### config.mk
export PLATFORM = sky130hd
export DESIGN_NAME = exu_top
export DESIGN_NICKNAME = d
export VERILOG_FILES = /design/src/common/exu_pkg.sv /design/src/exu/exu_queue.sv /design/src/exu/exu_execute.sv /design/src/exu/exu_pc_ctrl.sv /design/src/exu/exu_regfile.sv /design/src/source/exu_top.sv
export SDC_FILE = /design/constraint.sdc
export NUM_CORES = 2
export LEC_CHECK = 0
export BUFFER_PORTS_ARGS = -buffer_cell sky130_fd_sc_hd__buf_2
export CAP_MARGIN = 20
export CELL_PAD_IN_SITES_DETAIL_PLACEMENT = 1
export CELL_PAD_IN_SITES_GLOBAL_PLACEMENT = 2
export CORE_ASPECT_RATIO = 1.5
export CORE_MARGIN = 1.5
export CORE_UTILIZATION = 44
export DETAILED_ROUTE_END_ITERATION = 7
export HOLD_SLACK_MARGIN = 0.02
export PLACE_DENSITY_LB_ADDON = 0.1
export SLEW_MARGIN = 20
export SYNTH_ARGS = -nofsm -noshare
export SYNTH_HDL_FRONTEND = slang
export SYNTH_SLANG_ARGS = --single-unit
export TNS_END_PERCENT = 30
### constraint.sdc
create_clock -name clk -period 23.1 [get_ports clk]
set_input_delay 3.465 -clock clk [delete_from_list [all_inputs] [get_ports clk]]
set_output_delay 3.465 -clock clk [all_outputs]
set_load 0.02 [all_outputs]
### src/common/exu_pkg.sv
// Shared widths, reset and trap vectors, jump mask
// Opcode and select enums, decoded command and register write port structs

`default_nettype none

package exu_pkg;

    //--------------------------------------------------------------------------
    // Widths and constants
    //--------------------------------------------------------------------------
    localparam int unsigned xlen          = 32;
    localparam int unsigned rf_addr_width = 5;
    localparam int unsigned rf_depth      = 32;

    localparam logic [xlen-1:0] rst_vector  = 32'h0000_0200;  // PC after reset
    localparam logic [xlen-1:0] trap_vector = 32'h0000_0100;  // Exception entry
    localparam logic [xlen-1:0] jump_mask   = 32'hffff_fffe;  // Clears target bit 0

    //--------------------------------------------------------------------------
    // Opcodes and selects
    //--------------------------------------------------------------------------
    typedef enum logic {
        ialu_op_reg_reg,                                       // op2 = rs2
        ialu_op_reg_imm                                        // op2 = imm
    } ialu_op_e;

    typedef enum logic {
        sum2_op_reg_imm,                                       // rs1 + imm
        sum2_op_pc_imm                                         // pc + imm
    } sum2_op_e;

    typedef enum logic [4:0] {
        ialu_cmd_none,
        ialu_cmd_add,
        ialu_cmd_sub,
        ialu_cmd_and,
        ialu_cmd_or,
        ialu_cmd_xor,
        ialu_cmd_sll,
        ialu_cmd_srl,
        ialu_cmd_sra,
        ialu_cmd_slt,
        ialu_cmd_sltu,
        ialu_cmd_eq,                                           // Branch compares
        ialu_cmd_ne,
        ialu_cmd_lt,
        ialu_cmd_ge,
        ialu_cmd_ltu,
        ialu_cmd_geu
    } ialu_cmd_e;

    typedef enum logic [2:0] {
        rd_wb_none,
        rd_wb_ialu,
        rd_wb_sum2,
        rd_wb_imm,
        rd_wb_inc_pc
    } rd_wb_sel_e;

    // RISC-V mcause values
    typedef enum logic [3:0] {
        exc_code_instr_misalign = 4'd0,
        exc_code_illegal_instr  = 4'd2
    } exc_code_e;

    //--------------------------------------------------------------------------
    // Structs
    //--------------------------------------------------------------------------
    typedef struct packed {
        ialu_op_e                 ialu_op;
        ialu_cmd_e                ialu_cmd;
        sum2_op_e                 sum2_op;
        rd_wb_sel_e               rd_wb_sel;
        logic                     jump_req;
        logic                     branch_req;
        logic                     exc_req;                     // Set by the decoder
        exc_code_e                exc_code;
        logic [rf_addr_width-1:0] rs1_addr;
        logic [rf_addr_width-1:0] rs2_addr;
        logic [rf_addr_width-1:0] rd_addr;
        logic [xlen-1:0]          imm;
    } exu_cmd_t;

    typedef struct packed {
        logic                     w_req;
        logic [rf_addr_width-1:0] rd_addr;
        logic [xlen-1:0]          rd_data;
    } rf_wr_t;

endpackage

`default_nettype wire

### src/exu/exu_queue.sv
// Single-entry command queue
// Valid flag dropped for a command that arrives during a redirect

`default_nettype none

module exu_queue (
    input  wire logic              clk,
    input  wire logic              rst_n,
    input  wire logic              cmd_req,
    input  wire exu_pkg::exu_cmd_t cmd,
    input  wire logic              new_pc_req,   // Redirect from the executing command
    output logic                   q_vd,
    output exu_pkg::exu_cmd_t      q_cmd
);

    //--------------------------------------------------------------------------
    // Valid flag
    //--------------------------------------------------------------------------
    // The EXU finishes every command in one cycle, so the flag is
    // reloaded on each edge and never has to hold
    always_ff @(posedge clk or negedge rst_n) begin
        if (!rst_n) begin
            q_vd <= 1'b0;
        end else begin
            q_vd <= cmd_req & ~new_pc_req;          // Wrong-path command is lost
        end
    end

    //--------------------------------------------------------------------------
    // Command payload
    //--------------------------------------------------------------------------
    always_ff @(posedge clk) begin
        if (cmd_req) begin
            q_cmd <= cmd;                           // Ignored while q_vd is low
        end
    end

endmodule

`default_nettype wire

### src/exu/exu_execute.sv
// Operand select, integer ALU and branch compare
// Address adder for jump targets and AUIPC, register write-back select

`default_nettype none

module exu_execute (
    input  wire logic                        q_vd,
    input  wire exu_pkg::exu_cmd_t           q_cmd,
    input  wire logic [exu_pkg::xlen-1:0]    rs1_data,
    input  wire logic [exu_pkg::xlen-1:0]    rs2_data,
    input  wire logic [exu_pkg::xlen-1:0]    curr_pc,
    input  wire logic [exu_pkg::xlen-1:0]    inc_pc,
    input  wire logic                        exc_req,   // Trap on this command
    output logic [exu_pkg::xlen-1:0]         sum2_res,
    output logic                             cmp,
    output exu_pkg::rf_wr_t                  wb
);
    import exu_pkg::*;

    logic [xlen-1:0] op1;
    logic [xlen-1:0] op2;
    logic [xlen-1:0] sum2_base;
    logic [xlen:0]   diff;                          // Extra bit holds the borrow
    logic            eq;
    logic            lt_s;
    logic            lt_u;
    logic [xlen-1:0] ialu_res;

    //--------------------------------------------------------------------------
    // Operand fetch
    //--------------------------------------------------------------------------
    assign op1       = rs1_data;
    assign op2       = (q_cmd.ialu_op == ialu_op_reg_reg) ? rs2_data : q_cmd.imm;
    assign sum2_base = (q_cmd.sum2_op == sum2_op_reg_imm) ? rs1_data : curr_pc;
    assign sum2_res  = sum2_base + q_cmd.imm;       // Jump / branch target

    //--------------------------------------------------------------------------
    // Compare
    //--------------------------------------------------------------------------
    assign diff = {1'b0, op1} - {1'b0, op2};
    assign eq   = (op1 == op2);
    assign lt_u = diff[xlen];                       // Borrow out
    assign lt_s = (op1[xlen-1] != op2[xlen-1]) ? op1[xlen-1] : diff[xlen-1];

    always_comb begin
        case (q_cmd.ialu_cmd)
            ialu_cmd_eq:                cmp = eq;
            ialu_cmd_ne:                cmp = ~eq;
            ialu_cmd_lt, ialu_cmd_slt:  cmp = lt_s;
            ialu_cmd_ge:                cmp = ~lt_s;
            ialu_cmd_ltu, ialu_cmd_sltu: cmp = lt_u;
            ialu_cmd_geu:               cmp = ~lt_u;
            default:                    cmp = 1'b0;
        endcase
    end

    //--------------------------------------------------------------------------
    // Integer ALU
    //--------------------------------------------------------------------------
    always_comb begin
        case (q_cmd.ialu_cmd)
            ialu_cmd_add:  ialu_res = op1 + op2;
            ialu_cmd_sub:  ialu_res = diff[xlen-1:0];
            ialu_cmd_and:  ialu_res = op1 & op2;
            ialu_cmd_or:   ialu_res = op1 | op2;
            ialu_cmd_xor:  ialu_res = op1 ^ op2;
            ialu_cmd_sll:  ialu_res = op1 << op2[4:0];
            ialu_cmd_srl:  ialu_res = op1 >> op2[4:0];
            ialu_cmd_sra:  ialu_res = $unsigned($signed(op1) >>> op2[4:0]);
            ialu_cmd_slt,
            ialu_cmd_sltu: ialu_res = {{(xlen-1){1'b0}}, cmp};
            default:       ialu_res = '0;
        endcase
    end

    //--------------------------------------------------------------------------
    // Write back
    //--------------------------------------------------------------------------
    always_comb begin
        wb.w_req   = q_vd & (q_cmd.rd_wb_sel != rd_wb_none) & ~exc_req;
        wb.rd_addr = q_cmd.rd_addr;
        case (q_cmd.rd_wb_sel)
            rd_wb_sum2:   wb.rd_data = sum2_res;    // AUIPC
            rd_wb_imm:    wb.rd_data = q_cmd.imm;   // LUI
            rd_wb_inc_pc: wb.rd_data = inc_pc;      // Link address
            default:      wb.rd_data = ialu_res;
        endcase
    end

endmodule

`default_nettype wire

### src/exu/exu_pc_ctrl.sv
// PC register and start sequence after reset
// Jump / branch redirect, exception detection and trap value

`default_nettype none

module exu_pc_ctrl (
    input  wire logic                        clk,
    input  wire logic                        rst_n,
    input  wire logic                        q_vd,
    input  wire exu_pkg::exu_cmd_t           q_cmd,
    input  wire logic [exu_pkg::xlen-1:0]    sum2_res,
    input  wire logic                        cmp,
    output logic [exu_pkg::xlen-1:0]         curr_pc,
    output logic [exu_pkg::xlen-1:0]         inc_pc,
    output logic                             new_pc_req,
    output logic [exu_pkg::xlen-1:0]         new_pc,
    output logic                             instret,
    output logic                             exc_req,
    output exu_pkg::exc_code_e               exc_code,
    output logic [exu_pkg::xlen-1:0]         trap_val,
    output logic                             init_pc
);
    import exu_pkg::*;

    logic [3:0]      init_pc_v;
    logic            jb_taken;
    logic [xlen-1:0] jb_target;
    logic            jb_misalign;

    //--------------------------------------------------------------------------
    // Start sequence
    //--------------------------------------------------------------------------
    always_ff @(posedge clk or negedge rst_n) begin
        if (!rst_n) begin
            init_pc_v <= '0;
        end else if (!(&init_pc_v)) begin
            init_pc_v <= {init_pc_v[2:0], 1'b1};    // Fill with ones, then hold
        end
    end

    assign init_pc = init_pc_v[2] & ~init_pc_v[3];  // Third cycle after release

    //--------------------------------------------------------------------------
    // Exceptions
    //--------------------------------------------------------------------------
    assign jb_taken    = q_vd & (q_cmd.jump_req | (q_cmd.branch_req & cmp));
    assign jb_target   = sum2_res & jump_mask;
    assign jb_misalign = jb_taken & jb_target[1];

    assign exc_req  = q_vd & (q_cmd.exc_req | jb_misalign);
    assign exc_code = q_cmd.exc_req ? q_cmd.exc_code   // Decoder flag wins
                                    : exc_code_instr_misalign;
    assign trap_val = (exc_code == exc_code_instr_misalign) ? jb_target : q_cmd.imm;

    //--------------------------------------------------------------------------
    // PC update
    //--------------------------------------------------------------------------
    assign inc_pc     = curr_pc + xlen'(4);
    assign instret    = q_vd;                       // Every command takes one cycle
    assign new_pc_req = init_pc | exc_req | jb_taken;

    always_comb begin
        if (init_pc) begin
            new_pc = rst_vector;
        end else if (exc_req) begin
            new_pc = trap_vector;
        end else begin
            new_pc = jb_target;
        end
    end

    always_ff @(posedge clk or negedge rst_n) begin
        if (!rst_n) begin
            curr_pc <= rst_vector;
        end else if (instret | init_pc) begin
            curr_pc <= new_pc_req ? new_pc : inc_pc;
        end
    end

endmodule

`default_nettype wire

### src/exu/exu_regfile.sv
// Integer register file, two asynchronous reads and one write port
// x0 reads as zero

`default_nettype none

module exu_regfile (
    input  wire logic                                 clk,
    input  wire logic                                 rst_n,
    input  wire logic [exu_pkg::rf_addr_width-1:0]    rs1_addr,
    input  wire logic [exu_pkg::rf_addr_width-1:0]    rs2_addr,
    input  wire exu_pkg::rf_wr_t                      wb,
    output logic [exu_pkg::xlen-1:0]                  rs1_data,
    output logic [exu_pkg::xlen-1:0]                  rs2_data
);
    import exu_pkg::*;

    logic [xlen-1:0] regs [rf_depth];

    always_ff @(posedge clk or negedge rst_n) begin
        if (!rst_n) begin
            for (int i = 0; i < rf_depth; i++) begin
                regs[i] <= '0;
            end
        end else if (wb.w_req && (wb.rd_addr != '0)) begin
            regs[wb.rd_addr] <= wb.rd_data;         // Writes to x0 dropped
        end
    end

    assign rs1_data = (rs1_addr == '0) ? '0 : regs[rs1_addr];
    assign rs2_data = (rs2_addr == '0) ? '0 : regs[rs2_addr];

endmodule

`default_nettype wire

### src/source/exu_top.sv
// Execute stage top level
// Connects command queue, execute datapath, PC control and register file

`default_nettype none

module exu_top (
    input  wire logic                      clk,
    input  wire logic                      rst_n,
    input  wire logic                      cmd_req,     // One-cycle command strobe
    input  wire exu_pkg::exu_cmd_t         cmd,
    output exu_pkg::rf_wr_t                wb,
    output logic [exu_pkg::xlen-1:0]       curr_pc,
    output logic                           new_pc_req,
    output logic [exu_pkg::xlen-1:0]       new_pc,
    output logic                           instret,
    output logic                           exc_req,
    output exu_pkg::exc_code_e             exc_code,
    output logic [exu_pkg::xlen-1:0]       trap_val,
    output logic                           init_pc
);
    import exu_pkg::*;

    logic            q_vd;
    exu_cmd_t        q_cmd;
    logic [xlen-1:0] rs1_data;
    logic [xlen-1:0] rs2_data;
    logic [xlen-1:0] sum2_res;
    logic            cmp;
    logic [xlen-1:0] inc_pc;

    exu_queue u_queue (
        .clk        (clk),
        .rst_n      (rst_n),
        .cmd_req    (cmd_req),
        .cmd        (cmd),
        .new_pc_req (new_pc_req),
        .q_vd       (q_vd),
        .q_cmd      (q_cmd)
    );

    exu_execute u_execute (
        .q_vd     (q_vd),
        .q_cmd    (q_cmd),
        .rs1_data (rs1_data),
        .rs2_data (rs2_data),
        .curr_pc  (curr_pc),
        .inc_pc   (inc_pc),
        .exc_req  (exc_req),
        .sum2_res (sum2_res),
        .cmp      (cmp),
        .wb       (wb)
    );

    exu_pc_ctrl u_pc_ctrl (
        .clk        (clk),
        .rst_n      (rst_n),
        .q_vd       (q_vd),
        .q_cmd      (q_cmd),
        .sum2_res   (sum2_res),
        .cmp        (cmp),
        .curr_pc    (curr_pc),
        .inc_pc     (inc_pc),
        .new_pc_req (new_pc_req),
        .new_pc     (new_pc),
        .instret    (instret),
        .exc_req    (exc_req),
        .exc_code   (exc_code),
        .trap_val   (trap_val),
        .init_pc    (init_pc)
    );

    exu_regfile u_regfile (
        .clk      (clk),
        .rst_n    (rst_n),
        .rs1_addr (q_cmd.rs1_addr),
        .rs2_addr (q_cmd.rs2_addr),
        .wb       (wb),
        .rs1_data (rs1_data),
        .rs2_data (rs2_data)
    );

endmodule

`default_nettype wire

==> results.md <==
| Stage | Item | Value |
|---|---|---|
| clock network | Buffer cell driving the clock tree root | sky130_fd_sc_hd__clkbuf_16 |
| synthesis | Cell types with the highest counts after synthesis | sky130_fd_sc_hd__nand2_1, sky130_fd_sc_hd__dfrtp_1, sky130_fd_sc_hd__o21ai_0 |
| drt | DRT iter0 DRCs | 6162 |
| synthesis | Cell area after technology mapping | 69800 sq um |
| drt | Count of nets left with antenna violations after detail routing | 0 |
| clock network | Hold-fix buffer count after cts | 0 |
| layout | NumNets Final | 7354 |
| global routing | Pin count of the biggest net entering global routing | 153 |
| power and ir drop | IR Drop Worst-Case VDD | 79.0 uV |
| critical path | Worst r2r path cells | 32 |
| timing | Min cycle time layout | 15.45 ns |
| floorplan | I/O Pins | 209 |
| drt | Wire length on met2 | 163000 microns |
| critical path | Crit-path max FO | 62 |
| synthesis | Post-synthesis cell type with the largest combined area | sky130_fd_sc_hd__dfrtp_1 |
| layout | P&R area growth vs syn | 10.0% |
| floorplan | Core Box Area | 157000 sq um |
| timing | Setup repair after global routing missed its margin | false |
| floorplan | Horizontal die dimension | 328 microns |
| critical path | Capturing point of the worst reg2reg path | u_regfile.regs[634]$_DFFE_PN0P_ |
| synthesis | Syn Inst Count | 7295 |
| synthesis | Portion of synthesized cell area occupied by the leading cell type | 38.0% |
| synthesis | Count of distinct cell types in the synthesized netlist | 101 |
| placement | Final RePlAce weighted congestion | 1.09 |
| timing | Setup TNS | 0 ns |
| synthesis | Post-synthesis sequential area ratio | 40.8% |
| drt | Met3 wirelength from detailed routing | 28600 microns |
| synthesis | Synth Area per Inst | 9.57 sq um |
| critical path | Timing endpoint of the critical path | wb[31] |
| critical path | Setup slack of the worst register-to-register path | 10.70 ns |
| power and ir drop | Power Internal | 3.92 mW |
| clock network | CTS Sinks | 1124 |
| floorplan | DIE AREA | 161000 sq um |
| drt | Wire length per cell after detailed routing | 37.6 microns |
| critical path | Number of gates on the worst path with buffers counted | 27 |
| power and ir drop | Gate power share | 31.9% |
| drt | Post-detailed-route DRC marker count | 0 |
| power and ir drop | Share of power burned in the clock network | 30.7% |
| floorplan | Core Rows | 178 |
| drt | Number of detailed-routing iterations run before antenna repair | 6 |
| status | Run status | completed |
| placement | Half-perimeter wire length after placement | 235000 microns |
| critical path | Data required time at the worst endpoint | 19.64 ns |
| critical path | Critical path buffer and inverter count | 6 |
| timing | Transition time of the tightest slew-check pin | 1.30 ns |
| global routing | GRT overflow | 0 |
| critical path | Reg-to-reg critical path startpoint | u_queue.q_cmd[39]$_DFFE_PP_ |
| power and ir drop | Pwr dens | 83.1 nW/um^2 |
| synthesis | FFs w/ async S/R, synth | 94.3% |
| global routing | Vias in the first global route | 65500 |
| synthesis | Synth top area cells | sky130_fd_sc_hd__dfrtp_1, sky130_fd_sc_hd__mux4_2, sky130_fd_sc_hd__o21ai_0, sky130_fd_sc_hd__mux2i_1, sky130_fd_sc_hd__nand2_1 |
| timing | Final Max Tran Viols | 0 |
| critical path | Type of the setup path with the least slack | reg -> out |
| synthesis | Most frequently used flop master after synthesis | sky130_fd_sc_hd__dfrtp_1 |
| placement | Number of port buffers | 206 |
| clock network | Worst-path clk slew | 0.06 ns |
| clock network | Buffers inserted by post-CTS timing repair | 0 |
| drt | Wire length the detailed router placed on met1 | 125000 microns |
| power and ir drop | Final Power | 6.38 mW |
| critical path | Startpoint of the most critical setup path | u_queue.q_cmd[39]$_DFFE_PP_ |
| global routing | GRT Total Usage | 43.6% |
| drt | Via count normalized by instance count | 6.84 |
| power and ir drop | Reported net switching power | 2.47 mW |
| clock network | Buffer levels on the longest clock path | 3 |
| critical path | Max stage delay on crit path | 1.00 ns |
| power and ir drop | Register share of total power | 37.4% |
| floorplan | Vert. Die Dim | 491 microns |
| hold path | Path class of the lowest-slack min-delay path | reg -> reg |
| critical path | Kind of capture point of the worst setup path | output port |
| critical path | Kind of cell adding the most delay to the critical path | simple AND/OR/NAND/NOR gates |
| timing | Skew final | 0.0680 ns |
| layout | Number of inserted filler cells in the final layout | 17700 |
| critical path | Arrival time at the worst endpoint | 11.98 ns |
| flow run | Max-cap check violation count | 0 |
| global routing | Initial antenna violation count | 32 |
| critical path | Library cell contributing the largest single delay on the critical path | sky130_fd_sc_hd__o21ai_0 |
| clock network | Number of levels the H-tree was split into | 3 |
| critical path | Nature of the critical path startpoint | register |
| synthesis | Number of synthesized register bits | 1124 |
| synthesis | Dominant cell by count in the synthesized netlist | sky130_fd_sc_hd__nand2_1 |
| timing | Maximum operating frequency | 64.7 MHz |
| drt | Total Routed Length | 351000 microns |
| timing | Final setup viols | 0 |
| clock network | CTS tree | yes |
| power and ir drop | Leakage power of the design | 33.4 nW |
| drt | Highest layer used for signal routing | met5 |
| synthesis | Number of synthesized flops with an enable pin | 64 |
| timing | Crit share post-route | 66.9% |
| clock network | CTS resizes | 0 |
| global routing | First-pass GRT wire length | 499000 microns |
| clock network | Clock insertion delay at the later pin of the skew report | 0.80 ns |
| clock network | Num CTS Buffers | 113 |
| floorplan | Initial Util | 44.4% |
| drt | Total number of vias | 63900 |
| synthesis | Synth warnings | 0 |
| power and ir drop | Share of total power consumed by net switching | 38.6% |
| timing | Final-report hold violation count | 0 |
| timing | Relative max-transition margin | 12.6% |
| layout | Share of post-route cells with drive strength above 1 | 17.2% |
-- how the worst min path moves through the flow --
stage,start,endpoint,slack [ns],cells past startpoint
detailed placement,u_pc_ctrl.init_pc_v[0]$_DFFE_PN0N_,u_pc_ctrl.init_pc_v[1]$_DFFE_PN0N_,0.34,0
CTS,u_pc_ctrl.init_pc_v[0]$_DFFE_PN0N_,u_pc_ctrl.init_pc_v[1]$_DFFE_PN0N_,0.37,0
global placement,u_pc_ctrl.init_pc_v[0]$_DFFE_PN0N_,u_pc_ctrl.init_pc_v[1]$_DFFE_PN0N_,0.34,0
global route,u_pc_ctrl.init_pc_v[0]$_DFFE_PN0N_,u_pc_ctrl.init_pc_v[1]$_DFFE_PN0N_,0.37,0
floorplan,u_pc_ctrl.init_pc_v[0]$_DFFE_PN0N_,u_pc_ctrl.init_pc_v[1]$_DFFE_PN0N_,0.40,1
finish,u_pc_ctrl.init_pc_v[1]$_DFFE_PN0N_,u_pc_ctrl.init_pc_v[2]$_DFFE_PN0N_,0.37,0
-- sequential cells by signal, indices dropped and copies added, names as in the netlist --
name and flops:
u_queue.q_vd 1, u_regfile.regs 1024, u_pc_ctrl.curr_pc 31, u_queue.q_cmd 64, u_pc_ctrl.init_pc_v 4
-- layout by cell type, fill, tap and decap left out, types with 77 or more instances in the layout --
master and instances:
sky130_fd_sc_hd__inv_1 155, sky130_fd_sc_hd__o21ai_0 983, sky130_fd_sc_hd__mux2i_1 435, sky130_fd_sc_hd__o22ai_1 141, sky130_fd_sc_hd__buf_2 204, sky130_fd_sc_hd__o221ai_1 147, sky130_fd_sc_hd__nand2_1 1096, sky130_fd_sc_hd__nor2_1 514
sky130_fd_sc_hd__mux4_2 378, sky130_fd_sc_hd__dfrtp_1 1059, sky130_fd_sc_hd__buf_4 229, sky130_fd_sc_hd__nand3_1 77, sky130_fd_sc_hd__clkbuf_16 116, sky130_fd_sc_hd__a21oi_1 392, sky130_fd_sc_hd__ha_1 129, sky130_fd_sc_hd__nor3_1 107
-- layer usage --
metal	vias to the layer above	GRT usage [%]
li1	26300	-
met1	33000	50.1
met2	3324	68.7
met3	1266	11.1
met4	20	35.5
met5	-	0
-- stage by stage --
step	hold WS (ns)	setup slack, ns	cells	cell area (sq um)	utilization (%)
CTS	0.373	8.33	9313	76600	48.7
floorplan	0.405	11.86	7296	69800	-
global route	0.373	7.81	9321	76800	48.8
global placement	0.340	9.10	9098	72700	46.3
detailed placement	0.343	9.21	9102	72800	46.3
finish	0.367	7.65	9335	76800	48.9
-- final cells by class --
type | instances | area [sq um] | area share (%)
inverter | 163 | 616 | 0.801
sequential | 1124 | 28400 | 37.0
antenna | 15 | 37.5 | 0.0489
clock buffer | 166 | 3370 | 4.39
timing repair buffer | 446 | 2980 | 3.88
multi-input combinational | 5306 | 38300 | 49.9
clock inverter | 45 | 480 | 0.626
tap | 2070 | 2590 | 3.37
-- cell families (layout without fill, tap and decap cells) --
kind of cell | Yosys count | count (layout) | share of synthesized area, %
compound gates | 2139 | 2139 | 18.5
simple gates | 2068 | 2068 | 12.4
flops | 1124 | 1124 | 40.8
mux | 896 | 896 | 19.9
buf+inv | 866 | 820 | 5.19
fa+ha+maj | 133 | 133 | 2.43
xor+xnor | 67 | 67 | 0.841
other cells | 2 | 18 | 0.0108
-- power by group through the flow --
stage | combinational (mW) | clock [mW] | sequential [mW]
3_3_place_gp | 1.93 | 0 | 2.40
3_5_place_dp | 1.96 | 0 | 2.41
4_1_cts | 1.96 | 1.98 | 2.38
5_1_grt | 2.13 | 2.04 | 2.41
6_report | 2.04 | 1.96 | 2.39
2_1_floorplan | 1.19 | 0 | 2.34
No activity file was read; power rests on OpenSTA's default activity.
